**src/patt_pkg.sv**
```systemverilog
package patt_pkg;

   // --------------------
   // Widths
   // --------------------

   // Pattern counter, starts at zero
   localparam int cnt_wi = 7;
   // Interrupted-run counter
   localparam int err_wi = 16;

   // --------------------
   // Codes
   // --------------------

   // Test mode select
   localparam logic tmode_cnt = 1'b0;
   localparam logic tmode_usr = 1'b1;

   // Register addresses
   localparam logic addr_ctrl = 1'b0;
   localparam logic addr_usr  = 1'b1;

   // --------------------
   // Configuration word
   // --------------------

   // Control fields, bit 0 is the disable bit
   typedef struct packed {
      logic [21:0] pad;
      // Counter step, 0 means 8
      logic [2:0]  inc_step;
      // Strobe period in cycles, 0 means 32
      logic [4:0]  rate;
      logic        test_mode;
      logic        pgen_disable;
   } patt_ctrl_t;

   // One 32-bit write, decoded by address
   typedef union packed {
      patt_ctrl_t  ctrl;
      logic [31:0] usr;
   } patt_cfg_word_t;

   // Counter step shared by generator and checker
   // Overflow past the counter range lands on zero, not modulo
   function automatic logic [cnt_wi-1:0] cnt_next(input logic [cnt_wi-1:0] cnt,
                                                  input logic [3:0]        step);
      logic [cnt_wi:0] sum;
      sum = {1'b0, cnt} + {{(cnt_wi-3){1'b0}}, step};
      return sum[cnt_wi] ? '0 : sum[cnt_wi-1:0];
   endfunction

endpackage

```
**src/patt_cfg_if.sv**
```systemverilog
`timescale 1ns/10ps

interface patt_cfg_if #(
   parameter int dwi = 32
) ();

   // Pattern source halted, status cleared
   logic           pgen_off;
   // Counter or user word
   logic           test_mode;
   // Strobe period, already 1..32
   logic [5:0]     rate_enc;
   // Counter step, already 1..8
   logic [3:0]     inc_enc;
   // User data word, sized to the stream
   logic [dwi-1:0] usr_data;

   // Register block owns every field
   modport regs (
      output pgen_off, test_mode, rate_enc, inc_enc, usr_data
   );

   // Strobe, generator and checker only read
   modport user (
      input pgen_off, test_mode, rate_enc, inc_enc, usr_data
   );

endinterface

```
**src/patt_cfg_regs.sv**
```systemverilog
`timescale 1ns/10ps

module patt_cfg_regs #(
   parameter int dwi = 32
) (
   input  logic                     clk,
   input  logic                     arst_n,
   // Four-phase register port
   input  logic                     cfg_req,
   input  logic                     cfg_addr,
   input  patt_pkg::patt_cfg_word_t cfg_wdata,
   output logic                     cfg_ack,
   // Settings to the users
   patt_cfg_if.regs                 cfg
);
   import patt_pkg::*;

   // One write per request, on the cycle before ack rises
   logic       wr_stb;
   // Control view of the incoming word
   patt_ctrl_t ctrl;

   assign wr_stb = cfg_req & ~cfg_ack;
   assign ctrl   = cfg_wdata.ctrl;

   // --------------------
   // Handshake
   // --------------------

   // Ack tracks req one cycle late
   // Rises after req rises, falls after req falls
   always_ff @(posedge clk or negedge arst_n) begin
      if (!arst_n) begin
         cfg_ack <= 1'b0;
      end else begin
         cfg_ack <= cfg_req;
      end
   end

   // --------------------
   // Control fields
   // --------------------

   // Reset state: disabled, counter mode, rate 1, step 1
   always_ff @(posedge clk or negedge arst_n) begin
      if (!arst_n) begin
         cfg.pgen_off  <= 1'b1;
         cfg.test_mode <= tmode_cnt;
         cfg.rate_enc  <= 6'd1;
         cfg.inc_enc   <= 4'd1;
      end else if (wr_stb && cfg_addr == addr_ctrl) begin
         cfg.pgen_off  <= ctrl.pgen_disable;
         cfg.test_mode <= ctrl.test_mode;
         // Zero rate stands for the slowest, 1/32
         cfg.rate_enc  <= (ctrl.rate == 5'd0) ? 6'd32 : {1'b0, ctrl.rate};
         // Zero step stands for the largest, 8
         cfg.inc_enc   <= (ctrl.inc_step == 3'd0) ? 4'd8 : {1'b0, ctrl.inc_step};
      end
   end

   // --------------------
   // User data
   // --------------------

   // Raw word, zero-extended or cut to the stream width
   always_ff @(posedge clk) begin
      if (wr_stb && cfg_addr == addr_usr) begin
         cfg.usr_data <= dwi'(cfg_wdata.usr);
      end
   end

endmodule

```
**src/patt_check.sv**
```systemverilog
`timescale 1ns/10ps

module patt_check #(
   parameter int dwi = 32
) (
   input  logic                        clk,
   input  logic                        arst_n,
   // Mode, step and user word
   patt_cfg_if.user                    cfg,
   // Incoming stream, no back-pressure
   input  logic                        rx_valid,
   input  logic [dwi-1:0]              rx_data,
   // Lock status
   output logic                        rx_match,
   // Count of interrupted runs
   output logic [patt_pkg::err_wi-1:0] rx_err_cnt
);
   import patt_pkg::*;

   // --------------------
   // Window
   // --------------------

   // Expected next counter value
   logic [cnt_wi-1:0] ref_cnt;
   // Last word that advanced the window
   logic [dwi-1:0]    last_q;
   // Expected value at stream width
   logic [dwi-1:0]    ref_word;

   // Compare results
   logic match_cur;
   logic match_next;
   logic accept;
   // Error counter at its top value
   logic err_full;

   assign ref_word = dwi'(ref_cnt);

   // New entry of the window
   assign match_next = (rx_data == ref_word);

   // Old entry, a repeat in counter mode
   // In user mode the user word takes its place
   assign match_cur = (cfg.test_mode == tmode_usr) ? (rx_data == cfg.usr_data) :
                                                     (rx_data == last_q);

   assign accept   = match_cur | match_next;
   assign err_full = &rx_err_cnt;

   // --------------------
   // Lock and errors
   // --------------------

   // Disable wins over any word in flight
   always_ff @(posedge clk or negedge arst_n) begin
      if (!arst_n) begin
         ref_cnt    <= '0;
         last_q     <= '0;
         rx_match   <= 1'b0;
         rx_err_cnt <= '0;
      end else if (cfg.pgen_off) begin
         ref_cnt    <= '0;
         rx_match   <= 1'b0;
         rx_err_cnt <= '0;
      end else if (rx_valid) begin
         // Status follows each word one cycle later
         rx_match <= accept;

         if (match_next) begin
            // Slide the window forward
            ref_cnt <= cnt_next(ref_cnt, cfg.inc_enc);
            last_q  <= ref_word;
         end else if (!accept) begin
            // Lost, hunt for the start of the sequence again
            ref_cnt <= '0;
         end

         // Only a run that was locked counts as interrupted
         // Saturates instead of wrapping
         if (rx_match && !accept && !err_full) begin
            rx_err_cnt <= rx_err_cnt + 1'b1;
         end
      end
   end

endmodule

```
**src/patt_gen.sv**
```systemverilog
`timescale 1ns/10ps

module patt_gen #(
   parameter int dwi = 32
) (
   input  logic           clk,
   input  logic           arst_n,
   // Mode, step and user word
   patt_cfg_if.user       cfg,
   // Rate pulse from the divider
   input  logic           strobe,
   // Outgoing stream
   output logic           tx_valid,
   output logic [dwi-1:0] tx_data
);
   import patt_pkg::*;

   // Pattern counter
   logic [cnt_wi-1:0] cnt_q;
   // Strobe that is allowed through
   logic              fire;

   // Late strobe right after disable is dropped
   assign fire = strobe & ~cfg.pgen_off;

   // --------------------
   // Valid and counter
   // --------------------

   // Valid is the strobe delayed by one clock
   // Counter steps on the cycle after each word
   // So at full rate the first word goes out twice
   always_ff @(posedge clk or negedge arst_n) begin
      if (!arst_n) begin
         tx_valid <= 1'b0;
         cnt_q    <= '0;
      end else begin
         tx_valid <= fire;
         if (cfg.pgen_off) begin
            cnt_q <= '0;
         end else if (tx_valid) begin
            cnt_q <= cnt_next(cnt_q, cfg.inc_enc);
         end
      end
   end

   // --------------------
   // Data word
   // --------------------

   // Loaded only with a word, held between words
   always_ff @(posedge clk) begin
      if (fire) begin
         if (cfg.test_mode == tmode_cnt) begin
            // Counter zero-extended to the stream width
            tx_data <= dwi'(cnt_q);
         end else begin
            tx_data <= cfg.usr_data;
         end
      end
   end

endmodule

```
**src/patt_top.sv**
```systemverilog
`timescale 1ns/10ps

module patt_top #(
   parameter int dwi = 32
) (
   input  logic                        clk,
   input  logic                        arst_n,

   // --------------------
   // Register port
   // --------------------
   input  logic                        cfg_req,
   input  logic                        cfg_addr,
   input  patt_pkg::patt_cfg_word_t    cfg_wdata,
   output logic                        cfg_ack,

   // --------------------
   // Pattern out
   // --------------------
   output logic                        tx_valid,
   output logic [dwi-1:0]              tx_data,

   // --------------------
   // Pattern in
   // --------------------
   input  logic                        rx_valid,
   input  logic [dwi-1:0]              rx_data,
   output logic                        rx_match,
   output logic [patt_pkg::err_wi-1:0] rx_err_cnt
);

   // Rate pulse, divider to generator
   logic strobe;

   // Settings shared by all blocks
   patt_cfg_if #(.dwi(dwi)) cfg_if ();

   // Register port and field decode
   patt_cfg_regs #(.dwi(dwi)) regs_i (
      .clk       (clk),
      .arst_n    (arst_n),
      .cfg_req   (cfg_req),
      .cfg_addr  (cfg_addr),
      .cfg_wdata (cfg_wdata),
      .cfg_ack   (cfg_ack),
      .cfg       (cfg_if)
   );

   // Word rate divider
   rate_strobe strobe_i (
      .clk    (clk),
      .arst_n (arst_n),
      .cfg    (cfg_if),
      .strobe (strobe)
   );

   // Source side
   patt_gen #(.dwi(dwi)) gen_i (
      .clk      (clk),
      .arst_n   (arst_n),
      .cfg      (cfg_if),
      .strobe   (strobe),
      .tx_valid (tx_valid),
      .tx_data  (tx_data)
   );

   // Sink side
   patt_check #(.dwi(dwi)) check_i (
      .clk        (clk),
      .arst_n     (arst_n),
      .cfg        (cfg_if),
      .rx_valid   (rx_valid),
      .rx_data    (rx_data),
      .rx_match   (rx_match),
      .rx_err_cnt (rx_err_cnt)
   );

endmodule

```
**src/rate_strobe.sv**
```systemverilog
`timescale 1ns/10ps

module rate_strobe (
   input  logic     clk,
   input  logic     arst_n,
   // Rate and enable
   patt_cfg_if.user cfg,
   // One-cycle pulse every rate_enc cycles
   output logic     strobe
);

   // Cycles left until the next pulse, zero while idle
   logic [5:0] cnt_q;
   // Effective count, idle state picks up the current rate
   logic [5:0] remain;

   assign remain = (cnt_q == 6'd0) ? cfg.rate_enc : cnt_q;

   // --------------------
   // Down-counter
   // --------------------

   // Held at zero while disabled
   // First pulse lands rate_enc cycles after enable
   always_ff @(posedge clk or negedge arst_n) begin
      if (!arst_n) begin
         cnt_q  <= 6'd0;
         strobe <= 1'b0;
      end else if (cfg.pgen_off) begin
         cnt_q  <= 6'd0;
         strobe <= 1'b0;
      end else if (remain == 6'd1) begin
         // Expiry, pulse and reload
         cnt_q  <= cfg.rate_enc;
         strobe <= 1'b1;
      end else begin
         cnt_q  <= remain - 6'd1;
         strobe <= 1'b0;
      end
   end

endmodule

```
**config.mk**
```make
export PLATFORM = sky130hd
export DESIGN_NAME = patt_top
export DESIGN_NICKNAME = d
export VERILOG_FILES = /design/src/patt_pkg.sv /design/src/patt_cfg_if.sv /design/src/patt_cfg_regs.sv /design/src/patt_check.sv /design/src/patt_gen.sv /design/src/patt_top.sv /design/src/rate_strobe.sv
export SDC_FILE = /design/constraint.sdc
export NUM_CORES = 1
export LEC_CHECK = 0
export ABC_CLOCK_PERIOD_IN_PS = 3400
export BUFFER_PORTS_ARGS = -buffer_cell sky130_fd_sc_hd__buf_2
export CAP_MARGIN = 20
export CORE_ASPECT_RATIO = 0.9
export CORE_MARGIN = 2
export CORE_UTILIZATION = 40
export CTS_CLUSTER_DIAMETER = 80
export DETAILED_ROUTE_END_ITERATION = 16
export PLACE_DENSITY_LB_ADDON = 0.25
export SYNTH_ARGS = -nofsm -noshare
export SYNTH_HDL_FRONTEND = slang
export SYNTH_SLANG_ARGS = --single-unit
```
**constraint.sdc**
```tcl
create_clock -name clk -period 3.4 [get_ports clk]
set_clock_uncertainty 0.1 [all_clocks]
set_input_delay 0.51 -clock clk [delete_from_list [all_inputs] [get_ports clk]]
set_output_delay 0.51 -clock clk [all_outputs]
set_load 0.01 [all_outputs]
```
# Word level (Yosys, flattened, before mapping)
# Cells that the tools add are included.
[totals] regBits=123 inputBits=69 out_inout_bits=51
[op_classes] add_sub_neg=4 eq_ne=5 muxes=22 bitwise_logic=6 n_reduce_logical=16
[op_table] cell="== test 32 x 7 -> 1 bit" n=2
[op_table] cell="two-way mux 7 bit" n=9
[op_table] cell="two-way mux 16 bit" n=3
[op_table] cell="== test 32 bit" n=1
[op_table] cell="two-way mux 6 bit" n=4
[op_table] cell="adder 16 x 1 -> 16 bit (second input constant)" n=1
[op_table] cell="adder 7 x 4 -> 8 bit" n=2
[op_table] cell="AND reduction 16 bit" n=1
[op_table] cell="== test 6 x 1 -> 1 bit (second input constant)" n=1
[op_table] cell="zero test 6 bit" n=1
[op_table] cell="nonzero test 2 bit" n=3
[op_table] cell="subtractor 6 x 1 -> 6 bit (second input constant)" n=1
[op_table] cell="zero test 5 bit" n=1
[op_table] cell="two-way mux 1 bit" n=5
[op_table] cell="logical AND 1 bit" n=4
[op_table] cell="two-way mux 4 bit" n=1
[op_table] cell="AND reduction 2 bit" n=2
[op_table] cell="zero test 3 bit" n=1
[op_table] cell="!= test 3 x 2 -> 1 bit (second input constant)" n=1
[op_table] cell="NOT 1 bit" n=3
[op_table] cell="AND reduction 3 bit" n=1
[op_table] cell="AND 1 bit" n=2
[op_table] cell="zero test 1 bit" n=2
[op_table] cell="OR 1 bit" n=1

# Longest topological paths before layout
[depth] ltp_word=9 mapped_depth=11

# Hierarchy
# From an unflattened synthesis, not the netlist that was laid out.
[unflattened] cells_unflattened=538 area_unflattened_um2=6304.8
[modules_own_cells] module="patt_check" instances=1 cells_each=294 area_per_inst_um2=2585.0 seq_area_each_um2=775.7
[modules_own_cells] module="patt_gen" instances=1 cells_each=124 area_per_inst_um2=1739.2 seq_area_each_um2=1161.1
[modules_own_cells] module="patt_cfg_regs" instances=1 cells_each=64 area_per_inst_um2=1486.4 seq_area_each_um2=1290.0
[modules_own_cells] module="rate_strobe" instances=1 cells_each=56 area_per_inst_um2=494.2 seq_area_each_um2=175.2

# Worst setup path before layout
# Ideal clock, no wire load.
[synth_timing] path_kind="register to register" start="register regs_i.cfg.pgen_off" end="register gen_i.tx_data[0], enable pin" t_arrival_ns=2.052 required_ns=2.874 path_slack_ns=0.821 path_stages_with_launch=3 n_path_buf=1 period_less_slack_ns=2.579 cell_sequence="dfstp_2 -> clkbuf_1 -> nor2b_1"
[synth_between] elab_chain_cells=2
[synth_lines] element="start, declared" line="patt_cfg_if.sv:20" source="output pgen_off, test_mode, rate_enc, inc_enc, usr_data"
[synth_lines] element="start signal, assigned" line="patt_cfg_regs.sv:52" source="cfg.pgen_off <= ctrl.pgen_disable;"
[synth_lines] element="NOT 1 bit (no source line)"
[synth_lines] element="AND 1 bit" line="patt_gen.sv:24" source="assign fire = strobe & ~cfg.pgen_off;"
[synth_lines] element="named net gen_i.fire" line="patt_gen.sv:21" source="logic fire;"
[synth_lines] element="end signal, assigned" line="patt_gen.sv:56" source="tx_data <= dwi'(cnt_q);"
[synth_lines] element="end signal, assigned" line="patt_gen.sv:58" source="tx_data <= cfg.usr_data;"
[synth_lines] element="end, declared" line="patt_gen.sv:14" source="output logic [dwi-1:0] tx_data"
# The timed path passes the listed nets, and every way through them passes these cells.
# A chain may end at the register's enable or synchronous reset.

# Worst setup path in the final report
[layout_timing] start="register regs_i.cfg.test_mode" end="register check_i.rx_err_cnt[4] (netlist name)"
[layout_between] elab_chain_cells=7
[layout_lines] element="start, declared" line="patt_cfg_if.sv:20"
[layout_lines] element="two-way mux 1 bit" line="patt_check.sv:45" source="assign match_cur = (cfg.test_mode == tmode_usr) ? (rx_data == cfg.usr_data) :"
[layout_lines] element="OR 1 bit" line="patt_check.sv:48" source="assign accept = match_cur | match_next;"
[layout_lines] element="zero test 1 bit"
[layout_lines] element="logical AND 1 bit (2 in series)" line="patt_check.sv:81" source="if (rx_match && !accept && !err_full) begin"
[layout_lines] element="nonzero test 2 bit (no source line)"
[layout_lines] element="AND reduction 2 bit (no source line)"
[layout_lines] element="end signal, assigned" line="patt_check.sv:82" source="rx_err_cnt <= rx_err_cnt + 1'b1;"
[layout_lines] element="end, declared" line="patt_check.sv:16" source="output logic [patt_pkg::err_wi-1:0] rx_err_cnt"
# No other way between the ends.

==> run_results.csv <==
group,metric,value,unit
timing,fin_crit,3.045,ns
yosys,synth_area,6339,um2
timing,hold_viol,0,
timing,worst_slack,0.3554,ns
cts,insertion_delay,0.41,ns
finish,drive_gt1_frac,0.2779,
route,drt_iter0_markers,382,
die,fp.dieH,123.4,um
yosys,synth_flop_cell,"edfxtp_1",
setup_path,worstPathMaxFanout,47,
power,p_total,4.274,mW
placed_design,dp_hpwl,11.53,mm
timing,tightest_slew,0.9781,ns
yosys,synth_area_leaders,"edfxtp_1 30%, dfrtp_1 22%, nand2_1 4.4%",
route,routed_wirelength,15.63,mm
yosys,synth-edff-count,64,
die,die-area,16870,um2
die,initial_core_util,0.4105,
finish,n_fill_cell,1405,
die,core,15440,um2
timing,setup_viol,0,
yosys,ys_warn_count,0,
placed_design,dp_slack,0.4227,ns
finish,nNetsFinal,785,
yosys,ys_async_sr_fraction,0.4797,
placed_design,portBuffers,119,
route,viasPerCell,5.453,
yosys,ys_ff_latch,123,
die,die_x,136.7,um
yosys,synth-seq-area-share,0.5367,
timing,min_period_over_period,0.8955,
timing,max_freq,328.5,MHz
grt,grt_max_degree,48,
placed_design,place_area,7162,um2
route,antenna_left,0,
cts,clock-sinks,123,
grt,first_global_vias,4777,
status,status,"finished, final reports clean",
yosys,synth_top_area_frac,0.3032,
die,rows,43,
cts,clock_path_buffers,2,
yosys,netlist_instances,574,
grt,antenna_found_initial,1,
cts,tritoncts,"yes",
setup_path,required,3.60,ns
job,max-cap-violations,0,
cts,cts_buffers,17,
timing,holdWs,0.1322,ns
finish,seqCellArea,3403,um2
setup_path,start_kind,"flip-flop",
grt,grt-ovfl-total,0,
grt,grtUsageTotal,0.1933,
placed_design,place_congestion,0.8533,
die,pin_count,120,
cts,cts_setup_buffers,0,
grt,grt_pass1_wl,24.51,mm
setup_path,r2r_slack,0.36,ns
timing,tns,0,ns
route,drc,0,
route,wl_per_cell,17.00,um
finish,design_area,7747,um2
yosys,avgSynthCellArea,11.04,um2
min_path,hold_path.class,"input pin to flip-flop",
timing,rsz0062_at_grt,"false",
timing,slew_headroom,0.3466,
finish,utilization,0.5017,
route,vias,5011,
finish,multi_input_area,2794,um2
setup_path,critPathKind,"flip-flop to flip-flop",
cts,cts_root_buffer,"clkbuf_16",
finish,synthToLayoutAreaGrowth,22.23,%
placed_design,dp_cells,885,
finish,finalNonFillerCells,919,
yosys,yosys.area.top_type,"edfxtp_1",
power,powerDensity,551.7,nW/um2
yosys,syn_nets,656,
yosys,synthDistinctLibCells,62,
power,p_leak,3.218,nW
setup_path,cp.arrival,3.24,ns
setup_path,worstSetupEndpointType,"flip-flop",
power,vdd_ir_drop_max,0.0003389,V
timing,drv_slew,0,
cts,cts.htree.levels,4,
cts,path_clk_slew,0.06,ns
route,firstDrtPassIters,5,
[cells in the mapped netlist, drive strengths merged, types with 3 or more instances]
library cell	number
edfxtp	64
a21oi	23
or4	7
inv	11
and3	6
mux2i	8
nor2b	14
xnor2	24
or3	8
ha	11
dfstp	3
nand4	17
a32oi	7
clkbuf	12
a21o	5
o31ai	6
nor2	35
and2	26
nor4bb	10
nand3	17
mux2	18
o21a	3
a22o	4
nand2	75
a2bb2oi	4
o21ai	34
nor4	9
o211ai	3
dfrtp	56
nor3	14
xor2	9
buf	8
[metal layers]
metal / track usage / vias up / part of all wire
met5: 0 / - / 0
met4: 0.06250 / 0 / 0.015
met3: 0.04961 / 19 / 0.053
met2: 0.2966 / 139 / 0.46
met1: 0.2686 / 2470 / 0.47
li1: - / 2383 / -
[placed cells by master, fill, tap and decap left out, types with 3 or more instances in the layout]
cell type,n
inv_1,10
mux2_2,14
nor2b_1,13
o21ai_0,31
nand3_1,16
o31ai_1,6
mux2i_1,8
and2_1,26
o211ai_1,3
nand2_1,75
a22o_1,4
o21a_1,3
buf_2,119
a2bb2oi_1,4
mux2_4,4
a21o_1,5
buf_4,10
inv_6,7
nor4bb_1,10
nor3_2,4
dfrtp_1,55
nor3_1,10
and3_1,4
xnor2_1,24
or4_1,6
nor4_1,6
nand4_1,16
dfstp_2,3
edfxtp_1,64
a32oi_1,7
nor2_1,35
or3_1,8
a21oi_1,23
xor2_1,9
ha_1,11
clkbuf_16,17
[power breakdown]
part | internal, mW | switching [mW] | total, mW
sequential | 1.71 | 0.135 | 1.85
clock | 1.04 | 0.701 | 1.74
combinational | 0.297 | 0.392 | 0.689
total | 3.05 | 1.23 | 4.27
[flip-flops by register name, summed over array words and instances, names as in the netlist]
register and cells:
check_i.last_q 7, regs_i.cfg.rate_enc 6, regs_i.cfg.usr_data 32, check_i.rx_err_cnt 16, regs_i.cfg.inc_enc 4, gen_i.tx_data 32, check_i.ref_cnt 7, strobe_i.strobe 1
regs_i.cfg_ack 1, regs_i.cfg.pgen_off 1, gen_i.cnt_q 7, regs_i.cfg.test_mode 1, strobe_i.cnt_q 6, gen_i.tx_valid 1, check_i.rx_match 1
[area by class of cell]
type                       instances  share of cell area
multi-input combinational        420              0.3606
inverter                          11            0.005329
tap                              202             0.03262
clock inverter                    14             0.01728
clock buffer                      18             0.05669
antenna                            1           0.0003230
timing repair buffer             130             0.08786
sequential                       123              0.4393
[worst max-delay path, cell delays in order, from the launching register on]
cell      delay (ns)
dfrtp_2         0.83
nor4bb_1        0.48
nand2_1         0.11
a32oi_1         0.23
nand4_1         0.26
o21ai_4         0.49
nor3_1          0.13
mux2_2          0.29
[cells by family (layout without fill, tap and decap cells)]
family          count (synthesis)  count (layout)  synth area share
flops                         123             123            0.5367
other cells                     0               1                 0
xor+xnor                       33              33           0.04560
compound gates                101             101            0.1030
mux                            26              26           0.04698
simple gates                  247             247            0.2160
fa+ha+maj                      13              13           0.02803
buf+inv                        31             173           0.02369
[worst paths after layout]
| kind | from | endpoint | cells after the start |
|---|---|---|---|
| hold / removal | cfg_req | regs_i.cfg_ack | 1 |
| max in group asynchronous | arst_n | regs_i.cfg.rate_enc[0] | 3 |
| hold reg to reg | regs_i.cfg.rate_enc[0] | regs_i.cfg.rate_enc[0] | 2 |
| min in group asynchronous | arst_n | check_i.rx_err_cnt[5] | 2 |
| setup reg to reg | regs_i.cfg.test_mode | check_i.rx_err_cnt[4] | 7 |
| setup / recovery | regs_i.cfg.test_mode | check_i.rx_err_cnt[4] | 7 |
[repair_timing]
action                     in CTS  in global routing
hold buffers                    1                  0
resized for setup               0                  0
hold endpoints to repair        1                  0
setup endpoints to repair       0                  0
(Power assumes the default switching activity.)
